===== src/logic/lsu_settings.svh =====
`ifndef LSU_SETTINGS_SVH
`define LSU_SETTINGS_SVH

// data path width, one cpu word
`define LSU_DATA_WIDTH 32

// data memory depth in words
`define LSU_MEM_WORDS 256

// word address bits, log2 of the depth
`define LSU_MEM_AW 8

`endif

===== src/logic/lsu_pkg.sv =====
`include "lsu_settings.svh"

package lsu_pkg;

	// lsu operation codes, bit 3 set on stores
	typedef enum logic [3:0] {
		nop = 4'b0000,	// no access
		lbz = 4'b0010,	// byte, zero ext
		lbs = 4'b0011,	// byte, sign ext
		lhz = 4'b0100,	// halfword, zero ext
		lhs = 4'b0101,	// halfword, sign ext
		lwz = 4'b0110,	// full word
		sb  = 4'b1010,	// store byte
		sh  = 4'b1100,	// store halfword
		sw  = 4'b1110	// store word
	} lsu_op_e;

	// request from the core
	typedef struct packed {
		lsu_op_e                    op;	// operation
		logic [31:0]                addr;	// byte address
		logic [`LSU_DATA_WIDTH-1:0] wdata;	// store data, low aligned
	} lsu_req_t;

	// response back to the core
	typedef struct packed {
		logic [`LSU_DATA_WIDTH-1:0] rdata;	// extended load data
		logic                       align_err;	// misaligned access flag
	} lsu_rsp_t;

	// one memory word, whole or per byte lane
	// lane 3 is the top byte, addressed by offset 0
	typedef union packed {
		logic [`LSU_DATA_WIDTH-1:0]        word;	// whole word
		logic [`LSU_DATA_WIDTH/8-1:0][7:0] bytes;	// byte lanes
	} mem_word_u;

	// data memory port
	typedef struct packed {
		logic                   en;	// access this cycle
		logic                   we;	// write, else read
		logic [3:0]             be;	// lane enables
		logic [`LSU_MEM_AW-1:0] waddr;	// word address
		mem_word_u              wdata;	// lane aligned store data
	} dmem_req_t;

endpackage


===== src/logic/lsu_reg2mem.sv =====
`timescale 1ns/100ps

`include "lsu_settings.svh"

module lsu_reg2mem
	import lsu_pkg::*;
(
	input  lsu_op_e                    op,	// request op
	input  logic [1:0]                 offset,	// byte offset in word
	input  logic [`LSU_DATA_WIDTH-1:0] regdata,	// store value, low aligned
	output mem_word_u                  memdata,	// lane placed word
	output logic [3:0]                 be	// lane enables
);

	logic [1:0] byte_lane;	// lane for sb
	logic [1:0] hi_lane;	// upper lane for sh
	logic [1:0] lo_lane;	// lower lane for sh

	// big endian lane numbering
	assign byte_lane = ~offset;
	assign hi_lane   = {~offset[1], 1'b1};
	assign lo_lane   = {~offset[1], 1'b0};

	always_comb begin
		memdata.word = '0;	// unused lanes stay zero
		be           = 4'b0000;	// no write by default
		case (op)
			sb: begin
				memdata.bytes[byte_lane] = regdata[7:0];	// low byte to its lane
				be[byte_lane]            = 1'b1;
			end
			sh: begin
				memdata.bytes[hi_lane] = regdata[15:8];	// msb half of value
				memdata.bytes[lo_lane] = regdata[7:0];
				be[hi_lane]            = 1'b1;
				be[lo_lane]            = 1'b1;
			end
			sw: begin
				memdata.word = regdata;	// all lanes
				be           = 4'b1111;
			end
			default: begin
				be = 4'b0000;	// loads and nop write nothing
			end
		endcase
	end

endmodule


===== config.mk =====
export PLATFORM = sky130hd
export DESIGN_NAME = lsu_reg2mem
export DESIGN_NICKNAME = d
export VERILOG_FILES = /design/src/logic/lsu_pkg.sv /design/src/logic/lsu_reg2mem.sv
export VERILOG_INCLUDE_DIRS = /design/src /design/src/logic
export SDC_FILE = /design/constraint.sdc
export NUM_CORES = 1
export LEC_CHECK = 0
export BUFFER_PORTS_ARGS = -buffer_cell sky130_fd_sc_hd__buf_2
export CORE_MARGIN = 10
export CORE_UTILIZATION = 34
export DETAILED_ROUTE_END_ITERATION = 7
export GPL_TIMING_DRIVEN = 1
export PLACE_DENSITY = 0.84
export SLEW_MARGIN = 5
export SYNTH_ARGS = -nofsm -noshare
export SYNTH_HDL_FRONTEND = slang
export SYNTH_SLANG_ARGS = --single-unit

===== constraint.sdc =====
create_clock -name vclk -period 1.31
set_input_delay 0.131 -clock vclk [all_inputs]
set_output_delay 0.131 -clock vclk [all_outputs]
set_load 0.01 [all_outputs]

After elaboration in Yosys (flattened, before gate mapping)
Index checks and enable logic that the tools add are counted.

Order comparisons: 6. Eq/ne operators: 3. Muxes and demuxes: 15. Bitwise logic cells: 5. Reduce and logical (&&, ||, !) cells: 3.

Operators by type and width (count): case mux 32 bit (3 select lines) (1); bitwise AND 32 bit (2); bitwise mux 32 bit (1); 2-to-1 mux 8 bit (3); demux 8 bit (select 1 bit) (2); demux 8 bit (select 2 bit) (1); == test 4 bit (second input constant) (3); case mux 4 bit (3 select lines) (1); less-than comparator 2 x 3 -> 1 bit (second input constant) (3); >= comparator 2 x 1 -> 1 bit (second input constant) (3); bitwise OR 4 x 3 -> 4 bit (1); logical AND 1 bit (3); 2-to-1 mux 1 bit (3); demux 1 bit (select 1 bit) (2); demux 1 bit (select 2 bit) (1); inverter 2 bit (1); inverter 1 bit (1).

Flip-flop bits (word level): 0. Input bits: 38. Output and inout bits: 36.

Logic depth before layout (Yosys ltp)
Depth in word-level cells: 8. Gate-level depth with buffers: 5.

Worst setup path before layout
Ideal clock, no wire load.

Path kind: input port to output port. Start: input port op[1]. End: output port memdata[16] in the netlist's numbering. Arrival: 1.014 ns. Path slack: 0.165 ns. Cell stages on the path: 4. Buffers on the path: 1. Path through: clkbuf_8 > nand2b_1 > a211oi_4 > a22o_2.

RTL lines: start, declared (RTL line lsu_reg2mem.sv:8) `input lsu_op_e op,`; end, declared (RTL line lsu_reg2mem.sv:11) `output mem_word_u memdata,`.

==> results.toml <==
[detailed_routing]
avgRoutedWirePerCell_um = 17.2
vias = 952
drc = 0
wirelength_um = 2980
antenna_left = 0
first_pass_iters = 4
drtIter0Drc = 21
vias_per_cell = 5.50

[sta]
setup_viol = 0
fin_crit_sh = 0.984
rsz0062_at_grt = "true"
fin_ws_ns = 0.0208
tightest_slew_ns = 0.217
maxSlewViolCount = 0
min_period_ns = 1.29
relSlewSlack = 0.855
fmax_mhz = 776
hold_viol = 0

[floorplan]
start_util = 0.352
die_y_um = 61.8
die_w_um = 61.8
dieArea_sq_um = 3820
coreArea_sq_um = 1690
ios = 74
rows = 15

[final_layout]
drive_gt1_frac = 0.667
post-route-cell-area_sq_um = 1110
area_delta_synth_final_pct = 87.6
seqCellArea_sq_um = 0
nFlopsAndLatches = 0
clock_buffers = 0
diodes = 0
nNetsFinal = 196
fin_cells = 173

[synthesis]
synth_area_per_cell_sq_um = 7.52
yosysSeqAreaShare = 0
synth.area.top_cells = "a221o_1, a22o_2, a22o_1"
ys_types = 28
synth.net_count = 117
synth_area_sq_um = 594
ys_warn_count = 0
synth_top_area_share = 0.135
postSynthCellCount = 79
yosysTopAreaCell = "a221o_1"

[run_status]
run_status = "completed"

[placed_design]
place_congestion = 0.841
hpwl_um = 2390
placed_area_sq_um = 987
port_buffers = 74
dp_slack_ns = -0.0793
dp_cells = 171

[run]
drv_cap = 0

[critical_path]
start_kind = "input port"
end_kind = "output pin"
critical_path_required_ns = 1.18
crit_top_cell = "buf_6"
worstPathArrival_ns = 1.16
critical_path.cell_chain = "buf_6 -> nand3b_1 -> a211oi_4 -> buf_4 -> a22o_2 -> buf_6"
crit_type = "input port to output pin"
crit_path_max_fanout = 9
crit_path_max_incr_delay_ns = 0.30
cp_slowest_cell = "a211oi_4"

[worst_hold_path]
hold_depth = 3
hp-class = "input port to output pin"

[global_route]
grt_max_degree = 17
grt_pass1_vias = 936
antenna_found_initial = 0
gr-total-overflow = 0
grt_usage = 0.134
grt_pass1_wl_um = 4170

[power]
p_per_area_nw_per_um2 = 248
vdd_ir_drop_max_uv = 167
leakagePower_nw = 0.633
==> cell usage after synthesis, types with 2 or more instances <==
cell type / instances
a21oi_1: 2
a221o_1: 8
a22o_1: 8
a22o_2: 8
and2_1: 6
and4_2: 2
buf_2: 2
buf_6: 3
nand2_1: 8
nand2b_1: 2
nor2_1: 11
nor2b_1: 2
o21ai_0: 2
==> placed cells by master, fill, tap and decap left out, drive strengths merged <==
| cell type | synthesis | layout |
|---|---|---|
| nor3 | 2 | 2 |
| nor2 | 11 | 11 |
| a221o | 8 | 8 |
| or2b | 1 | 1 |
| nand2b | 2 | 2 |
| a21oi | 2 | 2 |
| a21o | 1 | 1 |
| a22o | 16 | 16 |
| nand3b | 1 | 1 |
| and3 | 1 | 1 |
| o211a | 1 | 1 |
| o21ai | 2 | 2 |
| buf | 5 | 85 |
| a211oi | 1 | 1 |
| and4 | 2 | 2 |
| a22oi | 1 | 1 |
| or2 | 1 | 1 |
| and2 | 7 | 7 |
| nand2 | 8 | 8 |
| nor2b | 2 | 2 |
| and4b | 1 | 1 |
==> area by class of cell <==
type | count | area (sq um)
fillers | 156 | 574
multi-input cells | 71 | 571
well taps | 17 | 21.3
repair buffers | 85 | 523
==> path summary, 6_finish.rpt <==
| check | startpoint | to | slack, ns |
|---|---|---|---|
| setup / recovery | op[2] | memdata[17] | 0.02 |
| hold / removal | regdata[23] | memdata[23] | 0.55 |
==> repair_timing <==
item                                   in CTS  in global routing
hold buffers                                0                  0
pin swaps                                   2                  2
setup endpoints to repair                  22                 16
endpoints found under the hold margin       0                  0
setup buffers                               2                  0
resized for setup                           9                 15
==> per-layer routing <==
| metal | global-route usage | routed length [um] | vias to the layer above |
|---|---|---|---|
| li1 | - | - | 464 |
| met1 | 0.134 | 1000 | 441 |
| met2 | 0.264 | 1630 | 45 |
| met3 | 0.0467 | 324 | 2 |
| met4 | 0.0191 | 21 | 0 |
| met5 | 0 | 0 | - |
==> report_power, final <==
group	switching, mW	internal (mW)
combinational	0.135	0.142
clock	0	0
sequential	0	0
==> kinds of logic after synthesis <==
kind of cell,after synthesis,synth area share
AO/OA/AOI/OAI,32,0.505
AND/OR/NAND/NOR,39,0.383
buffers and inverters,8,0.112
==> stage by stage <==
stage          utilization  setup TNS (ns)  total power [mW]  hold slack [ns]
2_1_floorplan            -               0             0.120            0.352
3_3_place_gp         0.584          -0.268             0.241            0.567
3_5_place_dp         0.584          -0.987             0.248            0.567
4_1_cts              0.610               0             0.259            0.567
5_1_grt              0.660          -0.236             0.300            0.561
6_report             0.660               0             0.277            0.546
==> critical path: cells and delay by family <==
family                 cells  cell delay [ns]
and+or+nand+nor            1             0.20
AOI/OAI and AO/OA          2             0.45
buffers and inverters      3             0.38
(Power assumes the default switching activity.)
