[src/logic/lsu_settings.svh]
`ifndef LSU_SETTINGS_SVH
`define LSU_SETTINGS_SVH

// data path width, one cpu word
`define LSU_DATA_WIDTH 32

// data memory depth in words
`define LSU_MEM_WORDS 256

// word address bits, log2 of the depth
`define LSU_MEM_AW 8

`endif
[src/logic/lsu_pkg.sv]
`include "lsu_settings.svh"

package lsu_pkg;

	// lsu operation codes, bit 3 set on stores
	typedef enum logic [3:0] {
		nop = 4'b0000,	// no access
		lbz = 4'b0010,	// byte, zero ext
		lbs = 4'b0011,	// byte, sign ext
		lhz = 4'b0100,	// halfword, zero ext
		lhs = 4'b0101,	// halfword, sign ext
		lwz = 4'b0110,	// full word
		sb  = 4'b1010,	// store byte
		sh  = 4'b1100,	// store halfword
		sw  = 4'b1110	// store word
	} lsu_op_e;

	// request from the core
	typedef struct packed {
		lsu_op_e                    op;	// operation
		logic [31:0]                addr;	// byte address
		logic [`LSU_DATA_WIDTH-1:0] wdata;	// store data, low aligned
	} lsu_req_t;

	// response back to the core
	typedef struct packed {
		logic [`LSU_DATA_WIDTH-1:0] rdata;	// extended load data
		logic                       align_err;	// misaligned access flag
	} lsu_rsp_t;

	// one memory word, whole or per byte lane
	// lane 3 is the top byte, addressed by offset 0
	typedef union packed {
		logic [`LSU_DATA_WIDTH-1:0]        word;	// whole word
		logic [`LSU_DATA_WIDTH/8-1:0][7:0] bytes;	// byte lanes
	} mem_word_u;

	// data memory port
	typedef struct packed {
		logic                   en;	// access this cycle
		logic                   we;	// write, else read
		logic [3:0]             be;	// lane enables
		logic [`LSU_MEM_AW-1:0] waddr;	// word address
		mem_word_u              wdata;	// lane aligned store data
	} dmem_req_t;

endpackage

[src/logic/lsu_mem2reg.sv]
`timescale 1ns/100ps

`include "lsu_settings.svh"

module lsu_mem2reg
	import lsu_pkg::*;
(
	input  lsu_op_e                    op,	// registered load op
	input  logic [1:0]                 offset,	// byte offset in word
	input  mem_word_u                  memdata,	// word from memory
	output logic [`LSU_DATA_WIDTH-1:0] regdata	// value for the register file
);

	logic [7:0]  byte_sel;	// addressed byte
	logic [15:0] half_sel;	// addressed halfword

	// big endian lanes, offset 0 is the msb lane
	always_comb begin
		byte_sel = memdata.bytes[~offset];	// lane 3 - offset
	end

	// halfword at offset 0 sits in lanes 3/2, offset 2 in lanes 1/0
	always_comb begin
		half_sel = {memdata.bytes[{~offset[1], 1'b1}],	// upper lane
			memdata.bytes[{~offset[1], 1'b0}]};	// lower lane
	end

	// extension per op
	always_comb begin
		case (op)
			lbz: begin
				regdata = {{(`LSU_DATA_WIDTH-8){1'b0}}, byte_sel};	// zero fill
			end
			lbs: begin
				regdata = {{(`LSU_DATA_WIDTH-8){byte_sel[7]}}, byte_sel};	// sign fill
			end
			lhz: begin
				regdata = {{(`LSU_DATA_WIDTH-16){1'b0}}, half_sel};	// zero fill
			end
			lhs: begin
				regdata = {{(`LSU_DATA_WIDTH-16){half_sel[15]}}, half_sel};	// sign fill
			end
			default: begin
				regdata = memdata.word;	// lwz, whole word
			end
		endcase
	end

endmodule

[config.mk]
export PLATFORM = sky130hd
export DESIGN_NAME = lsu_mem2reg
export DESIGN_NICKNAME = d
export VERILOG_FILES = /design/src/logic/lsu_pkg.sv /design/src/logic/lsu_mem2reg.sv
export VERILOG_INCLUDE_DIRS = /design/src /design/src/logic
export SDC_FILE = /design/constraint.sdc
export NUM_CORES = 1
export LEC_CHECK = 0
export BUFFER_PORTS_ARGS = -buffer_cell sky130_fd_sc_hd__buf_2
export CAP_MARGIN = 5
export CELL_PAD_IN_SITES_DETAIL_PLACEMENT = 2
export CELL_PAD_IN_SITES_GLOBAL_PLACEMENT = 2
export CORE_ASPECT_RATIO = 1.4
export CORE_UTILIZATION = 17
export DETAILED_ROUTE_END_ITERATION = 12
export PLACE_DENSITY = 0.83
export SLEW_MARGIN = 20
export SYNTH_ARGS = -nofsm -noshare
export SYNTH_HDL_FRONTEND = slang
export SYNTH_SLANG_ARGS = --single-unit
[constraint.sdc]
create_clock -name vclk -period 1.5
set_clock_uncertainty 0.1 [all_clocks]
set_input_delay 0.075 -clock vclk [all_inputs]
set_output_delay 0.075 -clock vclk [all_outputs]
set_load 0.005 [all_outputs]
## After elaboration in Yosys (flattened, before gate mapping)

Cells that the tools add are included.

| operators by class | value |
|---|---|
| magnitude comparators | 3 |
| eq/ne operators | 4 |
| multiplexer cells | 7 |
| bitwise operators | 2 |

Operator list:

| operator | count |
|---|---|
| $pmux 32 s4 | 1 |
| $mux 8 | 5 |
| $bmux 8 s2 | 1 |
| $lt 2x3->1 const B | 3 |
| $eq 4x2->1 const B | 2 |
| $eq 4x3->1 const B | 2 |
| $not 2->2 | 1 |
| $not 1->1 | 1 |

| storage, ports and cells | value |
|---|---|
| flip-flop bits (word level) | 0 |
| bits of input ports | 38 |
| output and inout port bits | 32 |

## Logic depth before layout (Yosys ltp)

| depth | value |
|---|---|
| depth in word-level cells | 4 |
| gate-level depth with buffers | 6 |
| depth with buffers taken out | 4 |

## Worst setup path after synthesis

No wires, ideal clock.

| path | value |
|---|---|
| path type | input to output |
| start | input offset[1] |
| end | output regdata[17] |
| arrival time | 1.078 ns |
| required time | 1.325 ns |
| setup slack | 0.247 ns |
| stages | 6 |
| cell sequence | buf_2 > mux2_2 > nand3b_1 > o21ai_2 > buf_2 > a21o_1 |

| between the ends | value |
|---|---|
| word-level cells in the longest chain between the ends | 4 |
| elaborated cells between the ends (all ways) | 6 |
| classes of those cells | mux: 5; bitwise: 1 |

RTL lines:

| what | RTL line | source |
|---|---|---|
| from (decl) | lsu_mem2reg.sv:9 | `input logic [1:0] offset,` |
| $not 2->2 | lsu_mem2reg.sv:19 | `byte_sel = memdata.bytes[~offset];` |
| $bmux 8 s2 | lsu_mem2reg.sv:19 |  |
| $mux 8 (implied by the code) | lsu_mem2reg.sv:19 |  |
| $pmux 32 s4 (*) | lsu_mem2reg.sv:30 | `case (op)` |
| to (decl) | lsu_mem2reg.sv:11 | `` output logic [`LSU_DATA_WIDTH-1:0] regdata `` |

Every way passes the cells marked *; elsewhere a longest branch is shown, timed or not. The select of a mux whose other input is x is not followed.

## Worst setup path in the final report

| path | value |
|---|---|
| start | input op[2] |
| end | output regdata[5] |

| between the ends | value |
|---|---|
| word-level cells in the longest chain between the ends | 2 |
| elaborated cells between the ends (all ways) | 5 |
| classes of those cells | eq/ne: 4; mux: 1 |

RTL lines:

| what | RTL line | source |
|---|---|---|
| from (decl) | lsu_mem2reg.sv:8 | `input lsu_op_e op,` |
| $eq 4x3->1 or $eq 4x2->1 (tied branches) | lsu_mem2reg.sv:30 |  |
| $pmux 32 s4 (*) | lsu_mem2reg.sv:30 |  |

Every way passes the cells marked *; elsewhere a longest branch is shown, timed or not.

==> results.yml <==
run_status:
  status: "finished clean"
placement:
  place_inst: 217
  placed_area_sq_um: 1170
  place_congestion: 0.763
  io_buffers: 70
  dpl.hpwl_microns: 3020
  pre_cts_slack_ns: -0.0232
grt:
  grt_max_degree: 17
  antenna_found_initial: 0
  grt_pass1_wl_microns: 5890
  grt_pass1_vias: 1226
  grt_use_total: 0.167
  grt_remaining_overflow: 0
synthesis:
  synth_seq_area_share: 0
  synth_top_family_by_area: "compound AO/OA/AOI/OAI gates"
  syn_inst: 100
  synth_mux_area_frac: 0.167
  syn_nets: 138
  synth_compound_area_frac: 0.476
  synth_cell_types: 30
  syn_avg_cell_area_sq_um: 6.91
  yosys.area_share.simple: 0.292
  synth_fa_ha_area_frac: 0
  synthXorXnorAreaFrac: 0
  synth_area_sq_um: 691
  yosysWarnings: 0
cells_and_area:
  syn_to_final_growth_pct: 80.8
  post-route-util: 0.319
  drive_gt1_frac: 0.568
  clockBufferCount: 0
  nets: 216
  num-fill-cells: 482
  multi_input_comb_area_sq_um: 699
  seqCellArea_sq_um: 0
  final_area_sq_um: 1250
  fin_cells: 219
  n_antenna_cell: 0
  seq_cell_count: 0
routing:
  drt-wirelength-per-cell_microns: 17.2
  avgViaCountPerCell: 5.26
  drc_errors: 0
  drt_iter0_drc: 27
  via_count: 1151
  antenna_left: 0
  routed_wl_microns: 3780
  drt_pass1_iterations: 4
flow_run:
  max_cap_violations: 0
power_and_ir_drop:
  p_seq_frac: 0
  power_frac_comb: 1.000
  p_per_area_nw_per_um2: 319
  swShare: 0.484
  irDropWorstVdd_uv: 120
  p_clk_frac: 0
  power_uw: 399
  switching_power_uw: 193
  p_int_uw: 206
  p_leak_nw: 0.704
worst_setup_path:
  critPathLaunchType: "input port"
  crit_required_ns: 1.32
  cp.arrival_ns: 1.28
  path_class: "in2out"
  path_max_fanout: 7
  setup.worst_path.end_class: "primary output"
clock_tree:
  ctsHoldBuffers: 0
floorplanning:
  start_util: 0.176
  io_pins: 70
  die_h_microns: 77.4
  design.core.area_sq_um: 3920
  rows: 27
  die_w_microns: 55.9
  die_area_sq_um: 4330
sta:
  max-slew-margin-rel: 0.708
  min_period_ns: 1.46
  drv_slew: 0
  setup_ws_ns: 0.0450
  setup_viol: 0
  worst_slew_pin_slew_ns: 0.436
  fmax_mhz: 687
  hold_viol: 0
  fin_crit_sh: 0.970
worst_hold_path:
  hold_path_startpoint: "memdata[16]"
  hold_class: "in2out"
  hold_path_depth: 3
  hold_end: "regdata[16]"
## kinds of logic (layout without fill, tap and decap cells)
group,Yosys count,in the layout
multiplexers,10,10
buffers and inverters,10,86
AND/OR/NAND/NOR,38,38
AO/OA/AOI/OAI,42,42
## layer usage
layer / global-route usage / vias up / wire, microns
met2: 0.375 / 44 / 2160
li1: - / 544 / -
met3: 0.00833 / 4 / 155
met4: 0.00244 / 0 / 36
met5: 0 / - / 0
met1: 0.170 / 559 / 1420
## worst max-delay path: stages
cell,delay [ns]
buf_6,0.11
and2b_4,0.27
a22oi_2,0.07
or2_4,0.29
a221o_1,0.33
buf_2,0.13
## worst max-delay path by stage
| stage | startpoint | to | slack [ns] | cells past startpoint |
|---|---|---|---|---|
| after CTS | op[2] | regdata[2] | 0.005 | 6 |
| after global routing | op[1] | regdata[19] | -0.01 | 7 |
| final | op[2] | regdata[5] | 0.04 | 6 |
| after detailed placement | op[2] | regdata[2] | -0.02 | 6 |
| after global placement | op[2] | regdata[2] | -0.01 | 6 |
| after floorplan | offset[1] | regdata[17] | 0.25 | 6 |
## Yosys cell counts (2+ instances only)
cell type / instances / area, sq um
nand3_1: 8 / 40.0
nand2_1: 10 / 37.5
a21oi_1: 4 / 20.0
clkbuf_1: 2 / 7.51
a221o_1: 7 / 70.1
a32oi_1: 7 / 61.3
mux2_2: 2 / 22.5
buf_2: 3 / 15.0
nor3b_2: 2 / 25.0
mux2i_1: 7 / 70.1
a21o_1: 16 / 120
nor2b_1: 2 / 12.5
inv_1: 3 / 11.3
o21ai_0: 3 / 15.0
nor2_1: 9 / 33.8
## power by group through the flow
stage	clock (mW)	combinational (mW)	sequential (mW)
after detailed placement	0	0.377	0
after global routing	0	0.437	0
after global placement	0	0.365	0
after floorplan	0	0.175	0
final	0	0.399	0
after CTS	0	0.386	0
## cell usage in the layout, fill, tap and decap left out, types with 2 or more instances in the layout
cell type  count
buf_2         67
a21o_1        16
buf_4         11
nand2_1        9
nor2_1         8
mux2i_1        7
a221o_1        7
a32oi_1        7
nand3_1        7
inv_1          3
a21oi_1        3
o21ai_0        3
mux2_2         2
clkbuf_4       2
buf_12         2
## area by class of cell
type | instances | share of cell area
multi-input combinational | 90 | 0.560
timing repair buffer | 83 | 0.388
tap | 43 | 0.0431
inverter | 3 | 0.00902
## stage by stage
stage | hold slack (ns) | setup TNS, ns
6_report | 0.330 | 0
5_1_grt | 0.344 | -0.0193
4_1_cts | 0.336 | 0
3_5_place_dp | 0.333 | -0.0717
3_3_place_gp | 0.330 | -0.0107
2_1_floorplan | 0.101 | 0
## repair_timing
action,in CTS,in global routing
setup buffers,0,2
cloned,0,0
setup endpoints to repair,20,28
resized for setup,3,14
pin swaps,0,4
Note: power is estimated with default switching activity, not from simulation.
