### config.mk
export PLATFORM = sky130hd
export DESIGN_NAME = lsu_ctrl
export DESIGN_NICKNAME = d
export VERILOG_FILES = /design/src/logic/lsu_pkg.sv /design/src/logic/lsu_ctrl.sv
export VERILOG_INCLUDE_DIRS = /design/src /design/src/logic
export SDC_FILE = /design/constraint.sdc
export NUM_CORES = 1
export LEC_CHECK = 0
export ABC_CLOCK_PERIOD_IN_PS = 820
export BUFFER_PORTS_ARGS = -buffer_cell sky130_fd_sc_hd__buf_2
export CAP_MARGIN = 30
export CELL_PAD_IN_SITES_DETAIL_PLACEMENT = 0
export CELL_PAD_IN_SITES_GLOBAL_PLACEMENT = 1
export CORE_UTILIZATION = 10
export CTS_CLUSTER_SIZE = 30
export DETAILED_ROUTE_END_ITERATION = 6
export GPL_TIMING_DRIVEN = 0
export PLACE_DENSITY_LB_ADDON = 0.1
export SKIP_CTS_REPAIR_TIMING = 1
export SLEW_MARGIN = 30
export SYNTH_ARGS = -nofsm -noshare
export SYNTH_HDL_FRONTEND = slang
export SYNTH_SLANG_ARGS = --single-unit
### constraint.sdc
create_clock -name clk -period 0.82 [get_ports clk]
set_input_delay 0.123 -clock clk [delete_from_list [all_inputs] [get_ports clk]]
set_output_delay 0.123 -clock clk [all_outputs]
set_load 0.02 [all_outputs]
### src/logic/lsu_settings.svh
`ifndef LSU_SETTINGS_SVH
`define LSU_SETTINGS_SVH

// data path width, one cpu word
`define LSU_DATA_WIDTH 32

// data memory depth in words
`define LSU_MEM_WORDS 256

// word address bits, log2 of the depth
`define LSU_MEM_AW 8

`endif
### src/logic/lsu_pkg.sv
`include "lsu_settings.svh"

package lsu_pkg;

	// lsu operation codes, bit 3 set on stores
	typedef enum logic [3:0] {
		nop = 4'b0000,	// no access
		lbz = 4'b0010,	// byte, zero ext
		lbs = 4'b0011,	// byte, sign ext
		lhz = 4'b0100,	// halfword, zero ext
		lhs = 4'b0101,	// halfword, sign ext
		lwz = 4'b0110,	// full word
		sb  = 4'b1010,	// store byte
		sh  = 4'b1100,	// store halfword
		sw  = 4'b1110	// store word
	} lsu_op_e;

	// request from the core
	typedef struct packed {
		lsu_op_e                    op;	// operation
		logic [31:0]                addr;	// byte address
		logic [`LSU_DATA_WIDTH-1:0] wdata;	// store data, low aligned
	} lsu_req_t;

	// response back to the core
	typedef struct packed {
		logic [`LSU_DATA_WIDTH-1:0] rdata;	// extended load data
		logic                       align_err;	// misaligned access flag
	} lsu_rsp_t;

	// one memory word, whole or per byte lane
	// lane 3 is the top byte, addressed by offset 0
	typedef union packed {
		logic [`LSU_DATA_WIDTH-1:0]        word;	// whole word
		logic [`LSU_DATA_WIDTH/8-1:0][7:0] bytes;	// byte lanes
	} mem_word_u;

	// data memory port
	typedef struct packed {
		logic                   en;	// access this cycle
		logic                   we;	// write, else read
		logic [3:0]             be;	// lane enables
		logic [`LSU_MEM_AW-1:0] waddr;	// word address
		mem_word_u              wdata;	// lane aligned store data
	} dmem_req_t;

endpackage

### src/logic/lsu_ctrl.sv
`timescale 1ns/100ps

`include "lsu_settings.svh"

module lsu_ctrl
	import lsu_pkg::*;
(
	input  logic                       clk,
	input  logic                       rst,
	input  logic                       req,	// request strobe
	input  lsu_req_t                   req_data,	// op, address, store data
	input  mem_word_u                  st_data,	// lane placed store word
	input  logic [3:0]                 st_be,	// store lane enables
	input  logic [`LSU_DATA_WIDTH-1:0] ld_data,	// extended load value
	output dmem_req_t                  mem_req,	// to data memory
	output lsu_op_e                    ld_op,	// op of the load in flight
	output logic [1:0]                 ld_offset,	// its byte offset
	output logic                       done,	// one cycle after req
	output lsu_rsp_t                   rsp	// valid with done
);

	logic is_load;	// any load op
	logic is_store;	// any store op
	logic is_half;	// halfword access
	logic is_word;	// word access
	logic misalign;	// alignment check failed
	logic access;	// memory is touched this cycle

	logic    done_q;
	logic    align_err_q;
	logic    load_q;	// a load was issued last cycle
	lsu_op_e ld_op_q;	// op of the last request
	logic [1:0] ld_offset_q;

	// unknown codes decode as nop
	always_comb begin
		is_load  = 1'b0;
		is_store = 1'b0;
		is_half  = 1'b0;
		is_word  = 1'b0;
		case (req_data.op)
			lbz, lbs: begin
				is_load = 1'b1;	// bytes always aligned
			end
			lhz, lhs: begin
				is_load = 1'b1;
				is_half = 1'b1;
			end
			lwz: begin
				is_load = 1'b1;
				is_word = 1'b1;
			end
			sb: begin
				is_store = 1'b1;
			end
			sh: begin
				is_store = 1'b1;
				is_half  = 1'b1;
			end
			sw: begin
				is_store = 1'b1;
				is_word  = 1'b1;
			end
			default: begin
				is_load = 1'b0;	// nop
			end
		endcase
	end

	// natural alignment
	assign misalign = (is_half && req_data.addr[0]) ||
		(is_word && (req_data.addr[1:0] != 2'b00));

	// misaligned or nop never reaches memory
	assign access = req && (is_load || is_store) && !misalign;

	// word address aliases above the memory depth
	always_comb begin
		mem_req.en    = access;
		mem_req.we    = is_store;
		mem_req.be    = st_be;
		mem_req.waddr = req_data.addr[`LSU_MEM_AW+1:2];
		mem_req.wdata = st_data;
	end

	// response control
	always_ff @(posedge clk) begin
		if (rst) begin
			done_q      <= 1'b0;
			align_err_q <= 1'b0;
			load_q      <= 1'b0;
		end else begin
			done_q      <= req;	// fixed one cycle latency
			align_err_q <= req && misalign;
			load_q      <= access && is_load;
		end
	end

	// load info for the extraction stage
	always_ff @(posedge clk) begin
		if (req) begin
			ld_op_q     <= req_data.op;
			ld_offset_q <= req_data.addr[1:0];
		end
	end

	assign ld_op     = ld_op_q;
	assign ld_offset = ld_offset_q;
	assign done      = done_q;

	// zero data on stores, nops and errors
	always_comb begin
		rsp.rdata     = load_q ? ld_data : '0;
		rsp.align_err = align_err_q;
	end

endmodule

# After elaboration in Yosys (flattened, before gate mapping)
# Cells that the tools add are included.
# totals
ff_bits,9
input_bits,139
out_inout_bits,86
elab_cells,32
# classes
eq_ne,8
n_reduce_logical,14
mux,5
# ops
operator,count
$mux 32,1
$eq 4x3->1 const B,3
$eq 4x4->1 const B,3
$eq 4x2->1 const B,2
$logic_and 1x1->1,6
$reduce_or 3->1,2
$reduce_or 5->1,1
$mux 1,4
$logic_or 1x1->1,2
$reduce_bool 2->1,1
$reduce_or 2->1,1
$logic_not 1->1,1

# Depth between registers and ports, before layout
# logic_depth
depth_word,8
mapped_depth,4
depth_no_buf,3

# Least setup slack after synthesis
# Ideal clock, no wire load.
# synth_timing
kind,reg-to-output
start,register load_q
end,output rsp[10] in the netlist's numbering
required_time_ns,0.697
path_buffers,1
slack_ns,-0.091
arrival_time_ns,0.788
stages_incl_launch_ff,3
path_cell_list,dfxtp_1 -> clkbuf_1 -> and2_1
# synth_rtl
element,line,rtl
from (decl),lsu_ctrl.sv:31,logic load_q;
from (signal assigned),lsu_ctrl.sv:95,load_q <= access && is_load;
to (decl),lsu_ctrl.sv:19,output lsu_rsp_t rsp

==> results by group <==
Drt
  • Routed WL: 3100 um
  • Routed Antenna Nets: 0
  • Vias: 1,104
  • DR iter-0 viols: 13
  • Vias per cell: 3.22
  • Drt pass-1 iters: 4
  • Number of remaining DRC errors: 0
  • DR WL/cell: 9.03 um

Placement
  • Placer Congestion: 0.616
  • Buffers on Ports: 126

Cells and area
  • Area growth, synth to finish: 124%
  • Share of cells above drive strength 1: 0.919
  • Util after Layout: 0.231
  • Post-layout nets: 375
  • Antenna diodes: 0

Timing
  • Setup ws final: -0.335 ns
  • Crit share post-route: 1.41
  • Final number of max-transition violations: 0
  • Worst slew margin: 0.868
  • Crit path time final: 1.15 ns
  • Unrepaired setup endpoints after global routing: yes
  • Final TNS setup: -10.19 ns
  • Hold Fails Final Rpt: 0
  • Max Freq: 0.866 GHz
  • Final setup violating endpoints: 39
  • Least-Margin Pin Slew: 0.197 ns

Worst setup path
  • CP arrival: 1.03 ns
  • CP cell instances: buf_6 > and2_2 > buf_2
  • Crit path largest cell delay: 0.36 ns
  • Crit end category: output port
  • Critical path data required time: 0.70 ns
  • Slowest cell on the critical path: dfxtp_4
  • Worst Setup Start Kind: flop
  • Critical path class: reg2out
  • CP max FO: 10

Logic synthesis
  • Top-count cell post-synth: buf_4
  • Mapped Avg Cell Area: 8.51 sq um
  • Synth area leaders: buf_4, and2_1, edfxtp_1, dfxtp_1, nor3b_2
  • Post-synth cell types: 18
  • Post-Synth XOR/XNOR Area: 0
  • Post-Synth Adder-Cell Area: 0
  • Syn nets: 245
  • Area leader, netlist: buf_4
  • Post-synthesis simple-gate area fraction: 0.282
  • Synth Area in Compound Gates: 0.0444
  • Main combinational cell family by area after synthesis: buffers and inverters
  • Post-Syn Instances: 106
  • Ys async rst share: 0
  • #FFs+latches synth: 9
  • YS warnings: 0
  • Post-synth top cells: buf_4, and2_1, edfxtp_1
  • Share of the yosys chip area belonging to registers: 0.266
  • Number of synthesized flops with an enable pin: 6
  • Synth Flop Type: edfxtp_1
  • Share of the synthesized area in the top cell type: 0.391
  • Mapped Area: 902 sq um
  • Mux cell area share after synthesis: 0

Die
  • I/O pin total: 225
  • Die footprint: 9410 sq um
  • Initial Utilization: 0.103
  • DIE WIDTH: 97.0 um
  • Std cell rows: 34
  • Die span in y: 97.0 um
  • CORE AREA: 8720 sq um

Pwr
  • Pwr dens: 931 nW/um^2
  • Peak supply drop: 346 uV
  • P_leak: 0.00111 uW
  • Pwr Total: 1880 uW

Clock network
  • Root Buffer: clkbuf_8
  • CTS Sinks: 9
  • Total CTS buffers: 3
  • Bufs on Longest Clock Path: 2
  • Reg clk slew, reported paths: 0.04 ns
  • H-Tree Depth: 1
  • CTS tree: yes

GRT
  • First-pass GRT wire length: 4380 um
  • Vias in the first global route: 914
  • Overall routing resource usage: 0.0574
  • Global route overflow: 0
  • Initial antenna violation count: 0
  • Largest net degree at the start of global routing: 11

Status
  • Failing checks: negative setup slack
  • Status: finished, violations left

Job
  • Max Cap Viol: 0

Min path
  • HP Class: in2reg
sequential cells by signal, summed over array words and instances, names as in the netlist:
name / count
align_err_q: 1
load_q: 1
ld_op: 4
done: 1
ld_offset: 2
per-layer routing:
metal  vias up  track usage  part of all wire
met5         -            0                 0
met4         0       0.0276            0.0097
met3         2       0.0145              0.10
met2        92        0.111              0.54
met1       465       0.0559              0.35
li1        545            -                 -
worst max-delay path: cells and delay by family (launching register included):
kind,cells,cell delay (ns)
simple gates,1,0.16
buf+inv,2,0.28
flops,1,0.36
cells in the final DEF, fill, tap and decap left out, drive strengths merged:
master	synthesis	layout
a21oi	3	3
and2	32	32
and3	1	1
buf	47	175
clkbuf	3	4
dfxtp	3	3
edfxtp	6	6
inv	1	1
nand2b	1	1
nand3	1	1
nand3b	1	1
nor2b	1	1
nor3	2	2
nor3b	1	1
o211a	1	1
o21ai	1	1
o22ai	1	1
kinds of logic (layout without fill, tap and decap cells):
group                  after synthesis  count (layout)
DFF                                  9               9
and+or+nand+nor                     40              40
buffers and inverters               51             180
AOI/OAI and AO/OA                    6               6
through the flow:
stage | setup slack (ns) | hold slack (ns) | instances | cell area, sq um
global route | -0.373 | 0.113 | 343 | 2020
CTS | -0.627 | 0.100 | 344 | 1750
finish | -0.335 | 0.0989 | 343 | 2020
floorplan | -0.0601 | 0.214 | 106 | 940
detailed placement | -0.383 | 0.340 | 340 | 1710
global placement | -0.398 | 0.339 | 340 | 1710
report_power, final:
group / internal, uW / total [uW] / leakage, uW / switching (uW)
Combinational: 447 / 849 / 0.00100 / 402
Sequential: 517 / 531 / 0.0000845 / 14.3
Clock: 338 / 499 / 0.0000228 / 161
layout make-up:
| type | count | area [sq um] |
|---|---|---|
| buffer | 47 | 364 |
| clock buffer | 4 | 45.0 |
| fill | 936 | 6700 |
| inverter | 1 | 3.75 |
| multi-input combinational | 46 | 367 |
| sequential | 9 | 245 |
| tap | 108 | 135 |
| timing repair buffer | 128 | 858 |
worst paths after layout:
| kind | to | cells past startpoint | slack [ns] | startpoint |
|---|---|---|---|---|
| worst max-delay path | rsp[5] | 3 | -0.33 | load_q |
| worst min-delay path | done | 2 | 0.1 | rst |
No activity file was read; power rests on OpenSTA's default activity.
